### src/common/st_mem_pkg.sv
package st_mem_pkg;

	// bus widths
	localparam int ADDR_W = 23;  // word address, byte address bits 23..1
	localparam int DATA_W = 16;

	// mmu bus_cycle phases
	localparam logic [1:0] SLOT_PRE   = 2'd0;  // precycle, upload strobe sampled here
	localparam logic [1:0] SLOT_CPU   = 2'd1;  // cpu, blitter or upload
	localparam logic [1:0] SLOT_VIDEO = 2'd2;  // viking fetch, also the shifter slot

	// top six address bits of the viking frame buffer
	localparam logic [5:0] REGION_VIKING_LO = 6'b110000;  // $c0xxxx
	localparam logic [5:0] REGION_VIKING_HI = 6'b111010;  // $e80000 in steroids mode

	// upload address marks deciding the tos image size
	localparam logic [5:0] TOS192_MARK = 6'b111111;  // $fc0000 and up, 192k image
	localparam logic [3:0] TOS256_NIB  = 4'he;       // $exxxxx, 256k image

	// where the rom2 window lands in sdram
	localparam logic [3:0] ROM_REGION_256 = 4'he;
	localparam logic [3:0] ROM_REGION_192 = 4'hf;
	localparam logic [1:0] ROM_BANK_256   = 2'b00;
	localparam logic [1:0] ROM_BANK_192   = 2'b11;

	// one rom word address, seen either flat or split into its fields
	typedef union packed {
		logic [ADDR_W-1:0] lin;  // plain word address
		struct packed {
			logic [3:0]  region;  // byte bits 23..20
			logic [1:0]  bank;    // byte bits 19..18
			logic [16:0] offset;  // byte bits 17..1
		} rom;
	} rom_addr_u;

endpackage

### src/memory/ram_arbiter.sv
`timescale 1ns/1ns

// one sdram port shared by mmu, upload, blitter and viking
// slot comes from the mmu bus_cycle, no stalls, losers just wait
module ram_arbiter (
	input  logic                        clk_32,
	input  logic                        xsint,
	input  logic [1:0]                  bus_cycle_i,

	// mmu side
	input  logic                        ras_n_i,
	input  logic                        mmu_we_n_i,
	input  logic [st_mem_pkg::ADDR_W:1] mmu_a_i,
	input  logic                        mmu_uds_i,
	input  logic                        mmu_lds_i,
	input  logic [st_mem_pkg::DATA_W-1:0] mmu_din_i,

	// io controller upload
	input  logic                        dio_download_i,
	input  logic [st_mem_pkg::ADDR_W:1] dio_addr_i,
	input  logic [st_mem_pkg::DATA_W-1:0] dio_data_i,
	input  logic                        upload_we_i,

	// blitter bus master
	input  logic                        blit_bgack_i,
	input  logic [st_mem_pkg::ADDR_W:1] blit_addr_i,
	input  logic                        blit_read_i,
	input  logic                        blit_write_i,
	input  logic [st_mem_pkg::DATA_W-1:0] blit_data_i,

	// viking fetcher
	input  logic                        viking_active_i,
	input  logic [st_mem_pkg::ADDR_W:1] viking_addr_i,
	input  logic                        viking_read_i,

	// sdram controller
	output logic [st_mem_pkg::ADDR_W:1] sdram_addr_o,
	output logic                        sdram_oe_o,
	output logic                        sdram_we_o,
	output logic                        sdram_uds_o,
	output logic                        sdram_lds_o,
	output logic [st_mem_pkg::DATA_W-1:0] sdram_din_o
);
	import st_mem_pkg::*;

	logic ras_n_d;     // ras one clock back
	logic ras_fall;
	logic mmu_oe;
	logic mmu_we;
	logic cpu_slot;
	logic video_slot;
	logic viking_go;

	always_ff @(posedge clk_32 or negedge xsint) begin
		if (!xsint) begin
			ras_n_d <= 1'b1;  // idle high, no fake edge out of reset
		end else begin
			ras_n_d <= ras_n_i;
		end
	end

	// mmu access strobes last one clock, right where ras drops
	assign ras_fall = ras_n_d & ~ras_n_i;
	assign mmu_oe   = ras_fall & mmu_we_n_i & (|mmu_a_i);  // address 0 is no real read
	assign mmu_we   = ras_fall & ~mmu_we_n_i;

	assign cpu_slot   = (bus_cycle_i == SLOT_CPU);
	assign video_slot = (bus_cycle_i == SLOT_VIDEO);
	assign viking_go  = video_slot & viking_active_i & viking_read_i;  // driver loaded and fetching

	// address and strobes, fixed priority inside each slot
	always_comb begin
		sdram_addr_o = mmu_a_i;  // mmu unless someone else owns the slot
		sdram_oe_o   = mmu_oe;
		sdram_we_o   = mmu_we;
		sdram_uds_o  = mmu_uds_i;
		sdram_lds_o  = mmu_lds_i;
		if (cpu_slot && dio_download_i) begin
			// upload never reads, one pulse per strobe toggle
			sdram_addr_o = dio_addr_i;
			sdram_oe_o   = 1'b0;
			sdram_we_o   = upload_we_i;
			sdram_uds_o  = 1'b1;
			sdram_lds_o  = 1'b1;
		end else if (cpu_slot && blit_bgack_i) begin
			sdram_addr_o = blit_addr_i;  // blitter skips the mmu
			sdram_oe_o   = blit_read_i;
			sdram_we_o   = blit_write_i;
			sdram_uds_o  = 1'b1;         // always full words
			sdram_lds_o  = 1'b1;
		end else if (viking_go) begin
			sdram_addr_o = viking_addr_i;
			sdram_oe_o   = 1'b1;
		end
	end

	// write data does not care about the slot
	always_comb begin
		if (dio_download_i) begin
			sdram_din_o = dio_data_i;
		end else if (blit_bgack_i) begin
			sdram_din_o = blit_data_i;
		end else begin
			sdram_din_o = mmu_din_i;  // from the shifter data latch
		end
	end

endmodule

### src/memory/tos_rom_map.sv
`timescale 1ns/1ns

// 192k tos lives at $fc0000, 256k tos at $e00000
// the upload address tells which one came in, rom2 window follows it
module tos_rom_map (
	input  logic                        clk_32,
	input  logic                        xsint,
	input  logic                        dio_download_i,
	input  logic [st_mem_pkg::ADDR_W:1] dio_addr_i,
	input  logic                        rom2_n_i,   // rom window select, low active
	input  logic [st_mem_pkg::ADDR_W:1] cpu_a_i,
	output st_mem_pkg::rom_addr_u       rom_addr_o
);
	import st_mem_pkg::*;

	logic tos192k;

	always_ff @(posedge clk_32 or negedge xsint) begin
		if (!xsint) begin
			tos192k <= 1'b0;  // assume 256k until told otherwise
		end else if (dio_download_i) begin
			if (dio_addr_i[ADDR_W -: 6] == TOS192_MARK) begin
				tos192k <= 1'b1;
			end else if (dio_addr_i[ADDR_W -: 4] == TOS256_NIB) begin
				tos192k <= 1'b0;
			end
			// other upload ranges (cartridge) leave the flag alone
		end
	end

	always_comb begin
		rom_addr_o.lin = cpu_a_i;  // outside the window, untouched
		if (!rom2_n_i) begin
			rom_addr_o.rom.offset = cpu_a_i[17:1];  // 128k words per bank
			if (tos192k) begin
				rom_addr_o.rom.region = ROM_REGION_192;
				rom_addr_o.rom.bank   = ROM_BANK_192;
			end else begin
				rom_addr_o.rom.region = ROM_REGION_256;
				rom_addr_o.rom.bank   = ROM_BANK_256;
			end
		end
	end

endmodule

### src/memory/upload_writer.sv
`timescale 1ns/1ns

// io controller toggles its strobe once per data word
// each toggle becomes one write pulse, placed so it lands in the cpu slot
module upload_writer (
	input  logic       clk_32,
	input  logic       xsint,
	input  logic       mhz8_en1_i,
	input  logic [1:0] bus_cycle_i,
	input  logic       dio_strobe_i,  // level toggles per word
	output logic       upload_we_o
);
	import st_mem_pkg::*;

	logic strobe_d;    // level seen at the last precycle sample
	logic sample_now;

	// one clock per 8 MHz period inside the precycle
	assign sample_now = mhz8_en1_i & (bus_cycle_i == SLOT_PRE);

	always_ff @(posedge clk_32 or negedge xsint) begin
		if (!xsint) begin
			strobe_d    <= 1'b0;
			upload_we_o <= 1'b0;
		end else begin
			upload_we_o <= 1'b0;  // pulse is a single clock
			if (sample_now) begin
				strobe_d <= dio_strobe_i;
				// any change since the last sample is a new word
				if (dio_strobe_i ^ strobe_d) begin
					upload_we_o <= 1'b1;
				end
			end
		end
	end

endmodule

### src/verilog/st_mem_top.sv
`timescale 1ns/1ns

// sdram sharing slice of the st top level
module st_mem_top #(
	parameter int VIKING_HITS = 255  // cpu hits before viking takes the video slot
) (
	input  logic                          clk_32,
	input  logic                          xsint,
	input  logic                          mhz8_en1_i,
	input  logic [1:0]                    bus_cycle_i,

	// mmu
	input  logic                          ras_n_i,
	input  logic                          mmu_we_n_i,
	input  logic [st_mem_pkg::ADDR_W:1]   mmu_a_i,
	input  logic                          mmu_uds_i,
	input  logic                          mmu_lds_i,
	input  logic [st_mem_pkg::DATA_W-1:0] mmu_din_i,

	// io controller upload
	input  logic                          dio_download_i,
	input  logic [st_mem_pkg::ADDR_W:1]   dio_addr_i,
	input  logic [st_mem_pkg::DATA_W-1:0] dio_data_i,
	input  logic                          dio_strobe_i,

	// blitter master port
	input  logic                          blit_bgack_i,
	input  logic [st_mem_pkg::ADDR_W:1]   blit_addr_i,
	input  logic                          blit_read_i,
	input  logic                          blit_write_i,
	input  logic [st_mem_pkg::DATA_W-1:0] blit_data_i,

	// viking fetcher
	input  logic [st_mem_pkg::ADDR_W:1]   viking_addr_i,
	input  logic                          viking_read_i,

	// cpu bus
	input  logic                          rom2_n_i,
	input  logic [st_mem_pkg::ADDR_W:1]   cpu_a_i,
	input  logic                          as_n_i,
	input  logic                          viking_enable_i,
	input  logic                          steroids_i,

	output logic [st_mem_pkg::ADDR_W:1]   sdram_addr_o,
	output logic                          sdram_oe_o,
	output logic                          sdram_we_o,
	output logic                          sdram_uds_o,
	output logic                          sdram_lds_o,
	output logic [st_mem_pkg::DATA_W-1:0] sdram_din_o,
	output st_mem_pkg::rom_addr_u         rom_addr_o,
	output logic                          viking_active_o
);

	logic upload_we;      // one clock per uploaded word
	logic viking_active;  // also selects the video output upstream

	assign viking_active_o = viking_active;

	upload_writer u_upload_writer (
		.clk_32       (clk_32),
		.xsint        (xsint),
		.mhz8_en1_i   (mhz8_en1_i),
		.bus_cycle_i  (bus_cycle_i),
		.dio_strobe_i (dio_strobe_i),
		.upload_we_o  (upload_we)
	);

	tos_rom_map u_tos_rom_map (
		.clk_32         (clk_32),
		.xsint          (xsint),
		.dio_download_i (dio_download_i),
		.dio_addr_i     (dio_addr_i),
		.rom2_n_i       (rom2_n_i),
		.cpu_a_i        (cpu_a_i),
		.rom_addr_o     (rom_addr_o)
	);

	viking_detect #(
		.VIKING_HITS (VIKING_HITS)
	) u_viking_detect (
		.clk_32          (clk_32),
		.xsint           (xsint),
		.mhz8_en1_i      (mhz8_en1_i),
		.as_n_i          (as_n_i),
		.cpu_a_i         (cpu_a_i),
		.viking_enable_i (viking_enable_i),
		.steroids_i      (steroids_i),
		.viking_active_o (viking_active)
	);

	ram_arbiter u_ram_arbiter (
		.clk_32          (clk_32),
		.xsint           (xsint),
		.bus_cycle_i     (bus_cycle_i),
		.ras_n_i         (ras_n_i),
		.mmu_we_n_i      (mmu_we_n_i),
		.mmu_a_i         (mmu_a_i),
		.mmu_uds_i       (mmu_uds_i),
		.mmu_lds_i       (mmu_lds_i),
		.mmu_din_i       (mmu_din_i),
		.dio_download_i  (dio_download_i),
		.dio_addr_i      (dio_addr_i),
		.dio_data_i      (dio_data_i),
		.upload_we_i     (upload_we),
		.blit_bgack_i    (blit_bgack_i),
		.blit_addr_i     (blit_addr_i),
		.blit_read_i     (blit_read_i),
		.blit_write_i    (blit_write_i),
		.blit_data_i     (blit_data_i),
		.viking_active_i (viking_active),
		.viking_addr_i   (viking_addr_i),
		.viking_read_i   (viking_read_i),
		.sdram_addr_o    (sdram_addr_o),
		.sdram_oe_o      (sdram_oe_o),
		.sdram_we_o      (sdram_we_o),
		.sdram_uds_o     (sdram_uds_o),
		.sdram_lds_o     (sdram_lds_o),
		.sdram_din_o     (sdram_din_o)
	);

endmodule

### src/viking/viking_detect.sv
`timescale 1ns/1ns

// a loaded viking driver hammers video memory, stray probes do not
// enough hits switch the video slot over to the viking fetcher
module viking_detect #(
	parameter int VIKING_HITS = 255
) (
	input  logic                        clk_32,
	input  logic                        xsint,
	input  logic                        mhz8_en1_i,
	input  logic                        as_n_i,
	input  logic [st_mem_pkg::ADDR_W:1] cpu_a_i,
	input  logic                        viking_enable_i,
	input  logic                        steroids_i,   // frame buffer moved to $e80000
	output logic                        viking_active_o
);
	import st_mem_pkg::*;

	localparam int CNT_W = $clog2(VIKING_HITS + 1);

	logic [CNT_W-1:0] hits;
	logic [5:0]       region;
	logic             hit;
	logic             full;

	assign region = steroids_i ? REGION_VIKING_HI : REGION_VIKING_LO;
	assign full   = (hits == CNT_W'(VIKING_HITS));  // saturated
	assign hit    = mhz8_en1_i & ~as_n_i & viking_enable_i &
	                (cpu_a_i[ADDR_W -: 6] == region);

	always_ff @(posedge clk_32 or negedge xsint) begin
		if (!xsint) begin
			hits            <= '0;
			viking_active_o <= 1'b0;
		end else begin
			if (hit && !full) begin
				hits <= hits + CNT_W'(1);
			end
			if (full) begin
				viking_active_o <= 1'b1;  // sticky until reset
			end
		end
	end

endmodule
### config.mk
export PLATFORM = sky130hd
export DESIGN_NAME = st_mem_top
export DESIGN_NICKNAME = d
export VERILOG_FILES = /design/src/common/st_mem_pkg.sv /design/src/memory/ram_arbiter.sv /design/src/memory/tos_rom_map.sv /design/src/memory/upload_writer.sv /design/src/verilog/st_mem_top.sv /design/src/viking/viking_detect.sv
export SDC_FILE = /design/constraint.sdc
export NUM_CORES = 1
export LEC_CHECK = 0
export BUFFER_PORTS_ARGS = -buffer_cell sky130_fd_sc_hd__buf_2
export CORE_ASPECT_RATIO = 1.1
export CORE_MARGIN = 10
export CORE_UTILIZATION = 30
export CTS_CLUSTER_DIAMETER = 150
export DETAILED_ROUTE_END_ITERATION = 16
export PLACE_DENSITY = 0.83
export SYNTH_ARGS = -nofsm -noshare
export SYNTH_HDL_FRONTEND = slang
export SYNTH_SLANG_ARGS = --single-unit
export TNS_END_PERCENT = 1
### constraint.sdc
create_clock -name clk_32 -period 1.3 [get_ports clk_32]
set_input_delay 0.26 -clock clk_32 [delete_from_list [all_inputs] [get_ports clk_32]]
set_output_delay 0.26 -clock clk_32 [all_outputs]
set_load 0.05 [all_outputs]
; Yosys cells after proc, flatten, opt, wreduce, memory -nomap -nowiden
; Cells that the tools add are included.
[totals]
register_bits = 13
in_bits = 182
out_inout_bits = 67
word_cells = 56
[classes]
add_sub_neg = 1
eq_ne = 6
n_mux = 21
n_bitwise = 14
reduce_logical = 8
[ops]
columns = cell, count
row1 = $mux W23, 4
row2 = $mux W16, 2
row3 = $reduce_or A23 Y1, 1
row4 = $mux W1, 13
row5 = $and A1 B1 Y1, 10
row6 = $add A8 B1 Y8 const B, 1
row7 = $eq A8 B8 Y1 const B, 1
row8 = $eq A6 B6 Y1, 1
row9 = $eq A6 B6 Y1 const B, 1
row10 = $eq A4 B4 Y1 const B, 1
row11 = $mux W4, 1
row12 = $logic_and A1 B1 Y1, 3
row13 = $mux W3, 1
row14 = $not A1 Y1, 3
row15 = $eq A2 B1 Y1 const B, 1
row16 = $eq A2 B2 Y1 const B, 1
row17 = $logic_not A2 Y1, 1
row18 = $reduce_and A2 Y1, 1
row19 = $reduce_bool A2 Y1, 1
row20 = $logic_not A1 Y1, 1
row21 = $xor A1 B1 Y1, 1

; Logic depth before layout (Yosys ltp)
[depth]
depth_word = 7
ltp_mapped = 6
mapped_depth_nobuf = 5

; Cells and area by module
; A second synthesis with hierarchy kept.
[hier_totals]
cells_unflattened = 238
hier_area_um2 = 2058.2
[modules_own_cells]
columns = module, instances, cells_per_inst, area_each_um2, seq_area_each_um2
row1 = ram_arbiter, 1, 159, 1212.4, 26.3
row2 = viking_detect, 1, 41, 528.0, 225.2
row3 = tos_rom_map, 1, 32, 224.0, 25.0
row4 = upload_writer, 1, 6, 93.8, 50.0

; Least setup slack after synthesis
; No wires, ideal clock.
[synth_path]
kind = input -> output
start = input blit_bgack_i
end = output sdram_we_o
t_arrival_ps = 2019
required_time_ps = 1040
setup_slack_ps = -979
stages = 5
n_path_buf = 1
path_cell_list = buf_2 -> and3b_1 -> nor4b_1 -> a21oi_1 -> o21ai_0
[synth_between]
elab_chain_len = 3
[synth_rtl]
columns = element, line
row1 = from (decl), st_mem_top.sv:27  ; input logic blit_bgack_i,
row2 = $logic_and A1 B1 Y1, ram_arbiter.sv:85  ; end else if (cpu_slot && blit_bgack_i) begin
row3 = $mux W1, ram_arbiter.sv:85
row4 = $mux W1, ram_arbiter.sv:78  ; if (cpu_slot && dio_download_i) begin
row5 = to (decl), st_mem_top.sv:46  ; output logic sdram_we_o,
; No other way between the ends.

; Worst setup path after layout
[layout_path]
start = register u_viking_detect.viking_active_o
end = output sdram_addr_o[10] in the netlist's numbering
[layout_between]
elab_chain_len = 5
[layout_rtl]
columns = element, line
row1 = from (decl), viking_detect.sv:15  ; output logic viking_active_o
row2 = from (signal assigned), viking_detect.sv:34  ; viking_active_o <= 1'b0;
row3 = from (signal assigned), viking_detect.sv:40  ; viking_active_o <= 1'b1;
row4 = $and A1 B1 Y1 (2 in series), ram_arbiter.sv:69  ; assign viking_go = video_slot & viking_active_i & viking_read_i;
row5 = $mux W23, ram_arbiter.sv:91  ; end else if (viking_go) begin
row6 = $mux W23, ram_arbiter.sv:85
row7 = $mux W23, ram_arbiter.sv:78
row8 = to (decl), st_mem_top.sv:44  ; output logic [st_mem_pkg::ADDR_W:1] sdram_addr_o,
; No other way between the ends.

==> metrics <==
outcome=finished with violations; failing checks=negative setup slack; Total Nets Final=~660; Core Footprint=between 6000 and 7000 µm²; cell count of the worst reg-to-reg path=5; unrepaired setup endpoints after global routing=yes; relative slew slack=0.754; Clock Tree Buf Depth=2; Die Height=about 110 µm; Worst Path Buf+Inv=3; max-slew violations=0; io pins=roughly 250; clk slew on worst S/H paths=about 0.05 ns; R2R setup slack=-0.05 ns; P&R area growth vs syn=91.2%; Sink Count=13; DRC=0; Routed Antenna Nets=0; CTS H-tree depth=1; Worst-Margin Slew=0.364 ns; row count=31; Hold Crit Depth=1; GRT Total Usage=0.185; CTS tree=done; worst clock skew=around 0.0014 ns; Hold Startpoint=ras_n_i; synth warn=0; min-delay worst type=in -> reg; Cell variety after synth=39; R2R Path End=u_viking_detect.hits[1]; Critical Path RT=approximately 1.0 ns; Final Cycle Share=1.55; placed cell count=about 550; CP top delay family=buffers and inverters; clk_lat worst skew=around 0.24 ns; r2r startpoint=u_viking_detect.hits[1]; Gate Count Post-Synth=around 260; CTS root buffer=clkbuf_8; Hold Crit Endpoint=u_ram_arbiter.ras_n_d; Crit Path Category=reg -> out; Post-Route WL=10.8 mm; most frequent cells in the layout=buf_2, buf_6, mux2i_1; largest fanout on the critical path=6; ratio of cells with drive above 1 in the final layout=0.639; crit end category=output port; initial DRC count=a little over 90; CP Launch Type=register; leak pwr=approximately 2.1 nW; Crit path arrival time=1.76 ns; largest area contributor in the synthesized netlist=mux2i_1; Setup Viol. Count Final=37; most frequent CP cell=buf_6; most common cell after layout, fill and taps aside=buf_2; vias per cell=about 5.3; Setup TNS Final=-16.77 ns; via count=about 3.0k; vias in the first global route=3159; WL/cell=between 15 and 20 µm; Slowest-stage cell, CP=dfrtp_2; detailed-router iteration count before antenna repair=5; worst vdd ir=about 340 µV; Placement Setup Slack=-0.656 ns; syn nets=~450; Tot Pwr=2.36 mW; Max Cap Viol=0; port bufs=approximately 210; Chip Width=between 90 and 100 µm; CP peak stage delay=approximately 0.40 ns; hold_ws=0.150 ns; die area=between 10000 and 15000 µm²; Final Hold Fails=0; Yosys reg bits=13; PD cells=618 nW/µm²; detailed placement HPWL=8.39 mm; Post-synth EDFFs=0; FMAX=0.496 GHz; Initial Util=0.306; antenna violations before repair=1; CTS Buf Count=3; top cells by area, synth=mux2i_1, dfrtp_1, o21ai_0; largest net degree at the start of global routing=49; post-route worst setup slack=-0.718 ns; global-route wire length before repair=16.0 mm; grt ovf=0; Routability Congestion=0.917; Syn Area/Cell=around 7.6 µm²; post-synthesis sequential area ratio=0.164; Netlist Area Pre-Place=between 1500 and 2000 µm²; most common flop cell mapped by yosys=dfrtp_1; Final min period=between 2 and 2.5 ns; Final Non-Filler Cells=562; post-synth top area share=0.196; ys async rst share=1.00; crit-path cells=nand4b_1, buf_6, buf_16, mux2i_2, a21oi_1, a21o_2, buf_6
[worst max-delay path by stage]
stage                                    startpoint          endpoint  slack [ns]  cells past startpoint
global route        u_viking_detect.viking_active_o  sdram_addr_o[10]       -0.79                      7
global placement                         mmu_a_i[5]        sdram_oe_o       -0.63                      6
CTS                 u_viking_detect.viking_active_o  sdram_addr_o[22]       -0.68                      7
detailed placement                       mmu_a_i[5]        sdram_oe_o       -0.66                      6
finish              u_viking_detect.viking_active_o  sdram_addr_o[10]       -0.72                      7
floorplan           u_viking_detect.viking_active_o   sdram_addr_o[4]       -0.43                      6
[logic make-up (layout without fill, tap and decap cells)]
family / after synthesis / in the layout / share of synthesized area
buffers and inverters: 38 / 254 / 0.118
and+or+nand+nor: 70 / 70 / 0.193
DFF: 13 / 13 / 0.164
AOI/OAI and AO/OA: 92 / 92 / 0.275
muxes: 43 / 43 / 0.218
other: 0 / 1 / 0
adders and majority gates: 1 / 1 / 0.00627
xor gates and xnor gates: 6 / 6 / 0.0263
[synthesized netlist by cell type, types with 3 or more instances]
library cell / instances
nand2_1: 28
a21o_1: 23
nor4_1: 5
dfrtp_1: 12
nand2b_1: 5
nor3_1: 3
xor2_1: 4
nor2_1: 6
clkbuf_1: 8
buf_2: 8
mux2_1: 3
nand4_1: 4
mux2i_1: 39
o21ai_0: 41
a21oi_1: 24
buf_4: 18
nand3_1: 3
[state kept, by name, indices dropped and copies added, names as in the netlist]
| name | flops |
|---|---|
| u_viking_detect.hits | 8 |
| u_ram_arbiter.ras_n_d | 1 |
| u_tos_rom_map.tos192k | 1 |
| u_upload_writer.strobe_d | 1 |
| u_upload_writer.upload_we_o | 1 |
| u_viking_detect.viking_active_o | 1 |
[layer usage]
layer | GRT usage | vias to the layer above | routed length (µm)
li1 | - | 1376 | -
met1 | 0.173 | 1365 | 3640
met2 | 0.350 | 218 | 5540
met3 | 0.0725 | 35 | 1210
met4 | 0.0790 | 0 | 379
met5 | 0 | - | 0
[what timing repair did]
item,in CTS,in global routing
pin swaps,10,8
hold buffers,1,0
buffers inserted,1,0
hold endpoints to repair,12,0
resized for setup,96,16
gates cloned,2,1
setup endpoints to repair,51,55
[worst reg2reg max path, cell delays in order, from the launching register on]
cell and delay [ns]:
dfrtp_1 0.35, ha_2 0.19, nand4_1 0.12, nor2_2 0.19, nor2_2 0.07, mux2_1 0.32
[power by group]
| part | total, mW | internal, mW | switching, mW |
|---|---|---|---|
| combinational | 1.56 | 0.649 | 0.912 |
| clock | 0.360 | 0.217 | 0.143 |
| sequential | 0.436 | 0.425 | 0.0114 |
| total | 2.36 | 1.29 | 1.07 |
[stage by stage]
| step | utilization | area, µm² |
|---|---|---|
| after floorplan | - | 2090 |
| after global placement | 0.507 | 3300 |
| after detailed placement | 0.507 | 3300 |
| after CTS | 0.574 | 3740 |
| after global routing | 0.585 | 3810 |
| final | 0.585 | 3810 |
[cell type report]
cell class	count	area, µm²
tap	82	103
fill	543	2700
sequential	13	328
antenna	1	2.50
timing repair buffer	248	1730
inverter	2	7.51
clock buffer	4	45.0
multi-input combinational	212	1600
(Power assumes the default switching activity.)
